===== src/common/core_pkg.sv =====
/*
 * core package
 * bridge address map, bus widths, save-size settings and the
 * video word shared by the settings, control and video blocks
 */

`default_nettype none

package core_pkg;

  ////////////////////////////////////////
  // bus types

  typedef logic [31:0] bridge_addr_t;
  typedef logic [31:0] bridge_data_t;
  typedef logic [9:0]  datatable_addr_t;
  typedef logic [15:0] slot_id_t;

  // core dot clock code, 0..3
  typedef logic [1:0]  dotclock_t;

  ////////////////////////////////////////
  // bridge write addresses

  localparam bridge_addr_t addr_sgx       = 32'h0000_0004;
  localparam bridge_addr_t addr_core_hold = 32'h0000_0050;
  localparam bridge_addr_t addr_overscan  = 32'h0000_0100;
  localparam bridge_addr_t addr_border    = 32'h0000_0104;
  localparam bridge_addr_t addr_mb128     = 32'h0000_0200;

  // read regions, matched on the upper address bits
  localparam logic [3:0] region_save = 4'h2;
  localparam logic [7:0] region_cmd  = 8'hF8;

  ////////////////////////////////////////
  // data table

  // advertised save size, normal and 128 KB
  localparam bridge_data_t save_size_small = 32'h0000_0800;
  localparam bridge_data_t save_size_large = 32'h0002_0000;

  // slot index 1 -> entry 1*2+1
  localparam datatable_addr_t datatable_save_entry = 10'd3;

  localparam slot_id_t save_slot_id = 16'd1;

  ////////////////////////////////////////
  // video word, colour or end of line

  typedef union packed {
    struct packed {
      logic [7:0] r;
      logic [7:0] g;
      logic [7:0] b;
    } colour;
    struct packed {
      logic [7:0]  zero_hi;
      logic [1:0]  slot;
      logic        overscan;
      logic [12:0] zero_lo;
    } eol;
  } video_word_t;

endpackage

`default_nettype wire


===== src/hdl/bridge_settings.sv =====
/*
 * bridge settings
 * decodes host bridge writes into core settings, muxes bridge
 * reads by region and keeps the save-size data-table entry current
 */

`timescale 1ns/1ns
`default_nettype none

module bridge_settings (
  input  wire                            clk_74a,
  input  wire                            pll_core_locked,
  input  core_pkg::bridge_addr_t         bridge_addr,
  input  wire                            bridge_wr,
  input  core_pkg::bridge_data_t         bridge_wr_data,
  input  core_pkg::bridge_data_t         save_rd_data,
  input  core_pkg::bridge_data_t         cmd_rd_data,
  output core_pkg::bridge_data_t         bridge_rd_data,
  output logic                           sgx,
  output logic                           overscan,
  output logic                           border,
  output logic                           hold_start,
  output core_pkg::datatable_addr_t      datatable_addr,
  output core_pkg::bridge_data_t         datatable_data,
  output logic                           datatable_wren
);

  logic mb128;

  ////////////////////////////////////////
  // read mux

  always_comb begin
    if (bridge_addr[31:28] == core_pkg::region_save) begin
      bridge_rd_data = save_rd_data;
    end else if (bridge_addr[31:24] == core_pkg::region_cmd) begin
      bridge_rd_data = cmd_rd_data;
    end else begin
      bridge_rd_data = '0;
    end
  end

  ////////////////////////////////////////
  // setting bits, bit 0 of write data

  always_ff @(posedge clk_74a or negedge pll_core_locked) begin
    if (!pll_core_locked) begin
      sgx        <= 1'b0;
      overscan   <= 1'b0;
      border     <= 1'b0;
      mb128      <= 1'b0;
      hold_start <= 1'b0;
    end else begin
      // one cycle pulse to the hold timer
      hold_start <= bridge_wr && (bridge_addr == core_pkg::addr_core_hold);
      if (bridge_wr) begin
        case (bridge_addr)
          core_pkg::addr_sgx:      sgx      <= bridge_wr_data[0];
          core_pkg::addr_overscan: overscan <= bridge_wr_data[0];
          core_pkg::addr_border:   border   <= bridge_wr_data[0];
          core_pkg::addr_mb128:    mb128    <= bridge_wr_data[0];
          default: ;
        endcase
      end
    end
  end

  ////////////////////////////////////////
  // save size entry, rewritten every cycle

  always_ff @(posedge clk_74a or negedge pll_core_locked) begin
    if (!pll_core_locked) begin
      datatable_wren <= 1'b0;
      datatable_addr <= '0;
      datatable_data <= '0;
    end else begin
      datatable_wren <= 1'b1;
      datatable_addr <= core_pkg::datatable_save_entry;
      datatable_data <= mb128 ? core_pkg::save_size_large : core_pkg::save_size_small;
    end
  end

endmodule

`default_nettype wire


===== src/hdl/core_control_fsm.sv =====
/*
 * core control FSM
 * holds the emulated core in reset, runs it, tracks cart download
 * and flags save-slot traffic from the data-slot ids
 */

`timescale 1ns/1ns
`default_nettype none

module core_control_fsm (
  input  wire                 clk_74a,
  input  wire                 pll_core_locked,
  input  wire                 host_reset_n,
  input  wire                 hold_busy,
  input  wire                 dataslot_requestwrite,
  input  wire                 dataslot_allcomplete,
  input  core_pkg::slot_id_t  dataslot_requestwrite_id,
  input  core_pkg::slot_id_t  dataslot_requestread_id,
  output logic                core_reset,
  output logic                cart_download,
  output logic                save_loading
);

  localparam logic [1:0] st_hold     = 2'd0;
  localparam logic [1:0] st_run      = 2'd1;
  localparam logic [1:0] st_download = 2'd2;

  logic [1:0] state;
  logic [1:0] state_next;

  ////////////////////////////////////////
  // next state

  always_comb begin
    state_next = state;
    if (!host_reset_n || hold_busy) begin
      // host reset or hold timer wins from any state
      state_next = st_hold;
    end else begin
      case (state)
        st_hold:     state_next = st_run;
        st_run:      if (dataslot_requestwrite) state_next = st_download;
        st_download: if (dataslot_allcomplete) state_next = st_run;
        default:     state_next = st_hold;
      endcase
    end
  end

  always_ff @(posedge clk_74a or negedge pll_core_locked) begin
    if (!pll_core_locked) begin
      state <= st_hold;
    end else begin
      state <= state_next;
    end
  end

  assign core_reset    = (state == st_hold);
  assign cart_download = (state == st_download);

  // save traffic on either slot direction
  always_ff @(posedge clk_74a or negedge pll_core_locked) begin
    if (!pll_core_locked) begin
      save_loading <= 1'b0;
    end else begin
      save_loading <= (dataslot_requestwrite_id == core_pkg::save_slot_id) ||
                      (dataslot_requestread_id == core_pkg::save_slot_id);
    end
  end

endmodule

`default_nettype wire


===== src/hdl/core_hold_timer.sv =====
/*
 * core hold timer
 * down-counter loaded on a hold request, busy while non-zero
 */

`timescale 1ns/1ns
`default_nettype none

module core_hold_timer #(
  parameter logic [31:0] HOLD_CYCLES = 32'h0010_0000
) (
  input  wire  clk_74a,
  input  wire  pll_core_locked,
  input  wire  hold_start,
  output logic hold_busy
);

  logic [31:0] count;

  // a new request reloads, even mid count
  always_ff @(posedge clk_74a or negedge pll_core_locked) begin
    if (!pll_core_locked) begin
      count <= '0;
    end else if (hold_start) begin
      count <= HOLD_CYCLES;
    end else if (count != '0) begin
      count <= count - 32'd1;
    end
  end

  assign hold_busy = (count != '0);

endmodule

`default_nettype wire


===== src/hdl/core_top.sv =====
/*
 * core top level
 * connects bridge settings, hold timer, control FSM and video output
 */

`timescale 1ns/1ns
`default_nettype none

module core_top #(
  parameter logic [31:0] HOLD_CYCLES = 32'h0010_0000,
  parameter logic [2:0]  HS_DELAY    = 3'd6
) (
  input  wire                        clk_74a,
  input  wire                        pll_core_locked,

  // host bridge
  input  core_pkg::bridge_addr_t     bridge_addr,
  input  wire                        bridge_wr,
  input  core_pkg::bridge_data_t     bridge_wr_data,
  output core_pkg::bridge_data_t     bridge_rd_data,
  input  core_pkg::bridge_data_t     save_rd_data,
  input  core_pkg::bridge_data_t     cmd_rd_data,

  // settings and data table
  output wire                        sgx,
  output wire                        overscan,
  output wire                        border,
  output core_pkg::datatable_addr_t  datatable_addr,
  output core_pkg::bridge_data_t     datatable_data,
  output wire                        datatable_wren,

  // host command handler
  input  wire                        host_reset_n,
  input  wire                        dataslot_requestwrite,
  input  wire                        dataslot_allcomplete,
  input  core_pkg::slot_id_t         dataslot_requestwrite_id,
  input  core_pkg::slot_id_t         dataslot_requestread_id,
  output wire                        core_reset,
  output wire                        cart_download,
  output wire                        save_loading,

  // core video in, scaler video out
  input  wire                        hblank,
  input  wire                        vblank,
  input  wire                        border_active,
  input  wire                        hsync_core,
  input  wire                        vsync_core,
  input  core_pkg::video_word_t      rgb_core,
  input  core_pkg::dotclock_t        dotclock_divider,
  output core_pkg::video_word_t      video_rgb,
  output wire                        video_de,
  output wire                        video_hs,
  output wire                        video_vs
);

  wire hold_start;
  wire hold_busy;

  bridge_settings u_bridge_settings (
    .clk_74a         (clk_74a),
    .pll_core_locked (pll_core_locked),
    .bridge_addr     (bridge_addr),
    .bridge_wr       (bridge_wr),
    .bridge_wr_data  (bridge_wr_data),
    .save_rd_data    (save_rd_data),
    .cmd_rd_data     (cmd_rd_data),
    .bridge_rd_data  (bridge_rd_data),
    .sgx             (sgx),
    .overscan        (overscan),
    .border          (border),
    .hold_start      (hold_start),
    .datatable_addr  (datatable_addr),
    .datatable_data  (datatable_data),
    .datatable_wren  (datatable_wren)
  );

  core_hold_timer #(
    .HOLD_CYCLES (HOLD_CYCLES)
  ) u_core_hold_timer (
    .clk_74a         (clk_74a),
    .pll_core_locked (pll_core_locked),
    .hold_start      (hold_start),
    .hold_busy       (hold_busy)
  );

  core_control_fsm u_core_control_fsm (
    .clk_74a                  (clk_74a),
    .pll_core_locked          (pll_core_locked),
    .host_reset_n             (host_reset_n),
    .hold_busy                (hold_busy),
    .dataslot_requestwrite    (dataslot_requestwrite),
    .dataslot_allcomplete     (dataslot_allcomplete),
    .dataslot_requestwrite_id (dataslot_requestwrite_id),
    .dataslot_requestread_id  (dataslot_requestread_id),
    .core_reset               (core_reset),
    .cart_download            (cart_download),
    .save_loading             (save_loading)
  );

  video_output #(
    .HS_DELAY (HS_DELAY)
  ) u_video_output (
    .clk_74a          (clk_74a),
    .pll_core_locked  (pll_core_locked),
    .hblank           (hblank),
    .vblank           (vblank),
    .border_active    (border_active),
    .hsync_core       (hsync_core),
    .vsync_core       (vsync_core),
    .rgb_core         (rgb_core),
    .overscan         (overscan),
    .dotclock_divider (dotclock_divider),
    .video_rgb        (video_rgb),
    .video_de         (video_de),
    .video_hs         (video_hs),
    .video_vs         (video_vs)
  );

endmodule

`default_nettype wire


===== src/video/video_output.sv =====
/*
 * video output
 * data enable from blanking and border, single cycle vsync,
 * delayed hsync and the end-of-line word for the scaler
 */

`timescale 1ns/1ns
`default_nettype none

module video_output #(
  parameter logic [2:0] HS_DELAY = 3'd6
) (
  input  wire                    clk_74a,
  input  wire                    pll_core_locked,
  input  wire                    hblank,
  input  wire                    vblank,
  input  wire                    border_active,
  input  wire                    hsync_core,
  input  wire                    vsync_core,
  input  core_pkg::video_word_t  rgb_core,
  input  wire                    overscan,
  input  core_pkg::dotclock_t    dotclock_divider,
  output core_pkg::video_word_t  video_rgb,
  output logic                   video_de,
  output logic                   video_hs,
  output logic                   video_vs
);

  logic                  de;
  logic                  de_prev;
  logic                  hs_prev;
  logic                  vs_prev;
  logic [2:0]            hs_delay;
  logic [1:0]            slot;
  core_pkg::video_word_t eol_word;

  ////////////////////////////////////////
  // data enable

  assign de       = !(hblank || vblank) && !border_active;
  assign video_de = de;

  ////////////////////////////////////////
  // edge history and hsync delay

  always_ff @(posedge clk_74a or negedge pll_core_locked) begin
    if (!pll_core_locked) begin
      de_prev  <= 1'b0;
      hs_prev  <= 1'b0;
      vs_prev  <= 1'b0;
      hs_delay <= '0;
    end else begin
      de_prev <= de;
      hs_prev <= hsync_core;
      vs_prev <= vsync_core;
      if (hsync_core && !hs_prev) begin
        // push hsync away from the vsync edge
        hs_delay <= HS_DELAY;
      end else if (hs_delay != '0) begin
        hs_delay <= hs_delay - 3'd1;
      end
    end
  end

  assign video_vs = vsync_core && !vs_prev;
  assign video_hs = (hs_delay == 3'd1);

  ////////////////////////////////////////
  // end of line word

  // 256 and 512 modes share slot 2
  assign slot = (dotclock_divider > 2'd1) ? 2'd2 : dotclock_divider;

  always_comb begin
    eol_word.eol.zero_hi  = '0;
    eol_word.eol.slot     = slot;
    eol_word.eol.overscan = overscan;
    eol_word.eol.zero_lo  = '0;
  end

  // colour during de, eol word on the first cycle after it
  always_comb begin
    if (de) begin
      video_rgb = rgb_core;
    end else if (de_prev) begin
      video_rgb = eol_word;
    end else begin
      video_rgb = '0;
    end
  end

endmodule

`default_nettype wire

===== config.mk =====
export PLATFORM = sky130hd
export DESIGN_NAME = core_top
export DESIGN_NICKNAME = d
export VERILOG_FILES = /design/src/common/core_pkg.sv /design/src/hdl/bridge_settings.sv /design/src/hdl/core_control_fsm.sv /design/src/hdl/core_hold_timer.sv /design/src/hdl/core_top.sv /design/src/video/video_output.sv
export SDC_FILE = /design/constraint.sdc
export NUM_CORES = 1
export LEC_CHECK = 0
export ABC_CLOCK_PERIOD_IN_PS = 2900
export BUFFER_PORTS_ARGS = -buffer_cell sky130_fd_sc_hd__buf_2
export CORE_AREA = 2 2 118 120
export DETAILED_ROUTE_END_ITERATION = 12
export DIE_AREA = 0 0 120 122
export MAX_ROUTING_LAYER = met4
export PLACE_DENSITY_LB_ADDON = 0.2
export SLEW_MARGIN = 20
export SYNTH_ARGS = -nofsm -noshare
export SYNTH_HDL_FRONTEND = slang
export SYNTH_HIERARCHICAL = 1
export SYNTH_SLANG_ARGS = --single-unit

===== constraint.sdc =====
create_clock -name clk_74a -period 2.9 [get_ports clk_74a]
set_input_delay 0.58 -clock clk_74a [delete_from_list [all_inputs] [get_ports clk_74a]]
set_output_delay 0.58 -clock clk_74a [all_outputs]
set_load 0.02 [all_outputs]

==> flow_metrics.tcl <==
set metrics [dict create \
    hold_viol 0 \
    slew_viol_final 0 \
    ios 305 \
    io_buffers 235 \
    drc 0 \
    synth_area_leaders "dfrtp_1, buf_4, a22o_1" \
    via_per_inst 4.70 \
    leakage_nw 2.72 \
    vdd_ir_drop_max_mv 0.358 \
    dp_cells 795 \
    clock_sinks 49 \
    clk-insertion-delay-late_ns 0.29 \
    p_per_area_nw_per_um2 681 \
    nNetsFinal 823 \
    slew_headroom_pct 51.9 \
    synth-main-ff-cell "dfrtp_1" \
    outcome "complete, no violations" \
    yosysSeqAreaShare_pct 33.6 \
    fmax_ghz 0.417 \
    design.die.area_um2 14600 \
    drt.antenna.violating_nets 0 \
    netlist_area_um2 3650 \
    hp-class "input port to asynchronous set/reset pin" \
    cts_setup_buffers 0 \
    grt_setup_unrepaired "no" \
    grt_use_total_pct 17.3 \
    period_share_pct 82.8 \
    dpl_cell_area_um2 4880 \
    holdBufCountCts 0 \
    fp.dieH_um 122 \
    fin_crit_ns 2.40 \
    cts_resized 0 \
    arrival_ns 1.82 \
    gp_congestion 0.973 \
    utilization_pct 37.3 \
    fillCellCount 1415 \
    antenna_found_initial 5 \
    setup_viol 0 \
    wl_per_cell_um 15.9 \
    htree_levels 2 \
    core_um2 13500 \
    path_max_fanout 32 \
    critPathLaunchType "input port" \
    setup_tns_ns 0 \
    grt_pass1_vias 3642 \
    skew_ns 0.00481 \
    design_area_um2 5040 \
    synth_cell_type_count 64 \
    die_x_um 120 \
    hpwl_mm 10.9 \
    critPathCaptureType "output pin" \
    yosys.area.top_type_share_pct 33.6 \
    cts_root_buf "clkbuf_16" \
    start_util_pct 27.0 \
    synth_common_cells "dfrtp_1, buf_4, a22o_1" \
    yosys_warnings 6 \
    async_flop_share_pct 100 \
    worst_slew_pin_slew_ns 0.721 \
    drtIter0Drc 196 \
    first_pass_iters 4 \
    yosysMostFrequentCell "dfrtp_1" \
    postSynthAreaPerCell_um2 9.35 \
    clock_path_buffers 2 \
    path_clk_slew_ns 0.06 \
    numCtsBuffers 5 \
    setup.worst_path.class "input port to output pin" \
    cp.required_ns 2.32 \
    synth_seq_cells 49 \
    syn_to_final_growth_pct 38.3 \
    synth_top_area_cell "dfrtp_1" \
    grt_pass1_wl_mm 19.1 \
    vias 3805 \
    stdcell_count 810 \
    cap_violations 0 \
    layout-drive-gt1-share_pct 47.2 \
    cts_tree "yes" \
    syn_inst 390 \
    synth_edf_count 0 \
    rows 43 \
    gr-total-overflow 0 \
    totalWireLength_mm 12.9 \
    grt_max_degree 33 \
]
[routing by layer]
metal,part of all wire (%),global-route usage [%],vias up
li1,-,-,1840
met1,43,23.1,1789
met2,47,27.0,169
met3,9.0,3.93,7
met4,0.82,3.90,0
met5,0,-,-
[per-stage QoR]
step | worst slack (ns) | hold slack (ns) | power [mW]
2_1_floorplan | 0.646 | 0.284 | 2.48
3_3_place_gp | 0.535 | 0.380 | 2.81
3_5_place_dp | 0.504 | 0.384 | 2.88
4_1_cts | 0.502 | 0.379 | 3.47
5_1_grt | 0.358 | 0.401 | 3.74
6_report | 0.499 | 0.347 | 3.43
[cells in the final DEF (no fill, tap or decap), types with 3 or more instances in the layout]
master / n
a22o_1: 32
o21ai_0: 10
xnor2_1: 7
nand3b_1: 4
a21oi_1: 22
nor3_1: 6
and2_2: 11
nand4_1: 6
clkbuf_16: 5
nand2_1: 18
nor2b_1: 7
nand2b_1: 6
and4_1: 3
nor4_1: 12
nor4_2: 4
and2_1: 12
mux2_1: 5
or3_1: 11
diode_2: 7
buf_4: 12
inv_1: 9
conb_1: 39
nor4b_1: 4
nand3_1: 4
o41ai_1: 3
dfrtp_1: 49
o21ai_1: 3
or4_1: 8
o31ai_1: 6
ha_1: 4
nor2_1: 23
buf_2: 235
nor4_4: 3
[area by class of cell]
| cell class | count | area [um^2] | area share [%] |
|---|---|---|---|
| inverter | 10 | 37.5 | 0.744 |
| multi-input combinational | 309 | 2120 | 42.1 |
| sequential | 49 | 1230 | 24.3 |
| timing repair buffer | 247 | 1270 | 25.1 |
| antenna | 7 | 17.5 | 0.347 |
| clock inverter | 3 | 22.5 | 0.447 |
| tap | 180 | 225 | 4.47 |
| clock buffer | 5 | 125 | 2.48 |
[cell families (layout without fill, tap and decap cells)]
logic type / Yosys count / after routing / share of synthesized area, %
and+or+nand+nor: 160 / 160 / 30.2
AOI/OAI and AO/OA: 89 / 89 / 17.8
DFF: 49 / 49 / 33.6
buffers and inverters: 69 / 265 / 12.0
xor gates and xnor gates: 8 / 8 / 1.92
adders and majority gates: 4 / 4 / 1.37
other: 2 / 46 / 0.206
muxes: 9 / 9 / 2.95
[registers in the layout, indices dropped and copies added, names as in the netlist]
signal	flops
u_bridge_settings/overscan	1
u_bridge_settings/mb128	1
u_core_control_fsm/state	2
u_bridge_settings/border	1
u_bridge_settings/hold_start	1
u_video_output/vs_prev	1
u_video_output/hs_prev	1
u_bridge_settings/datatable_data	2
u_core_control_fsm/save_loading	1
u_video_output/hs_delay	3
u_bridge_settings/sgx	1
u_core_hold_timer/count	32
u_bridge_settings/datatable_wren	1
u_video_output/de_prev	1
[worst paths after layout]
path / depth (start not counted) / start / endpoint / slack [ns]
min in group clk_74a: 0 / u_bridge_settings/mb128 / u_bridge_settings/datatable_data[17] / 0.40
worst max register to register: 7 / u_core_hold_timer/count[0] / u_core_hold_timer/count[18] / 0.54
worst min register to register: 0 / u_bridge_settings/mb128 / u_bridge_settings/datatable_data[17] / 0.40
worst min-delay path: 1 / pll_core_locked / u_core_hold_timer/count[9] / 0.35
max in group asynchronous: 2 / pll_core_locked / u_core_hold_timer/count[29] / 1.92
worst max-delay path: 6 / bridge_addr[25] / bridge_rd_data[15] / 0.50
[worst max-delay path, cell delays in order]
cell    delay (ns)
buf_2         0.10
nor3_1        0.22
and4_1        0.22
buf_4         0.31
a22o_1        0.22
buf_2         0.17
[power breakdown]
group	leakage (nW)	internal (mW)	switching (mW)	total (mW)
clock network	0.0738	0.321	0.261	0.582
logic	1.99	0.975	0.999	1.97
registers	0.662	0.811	0.0640	0.875
total	2.72	2.11	1.32	3.43
Power figures use the tool's default switching activity.
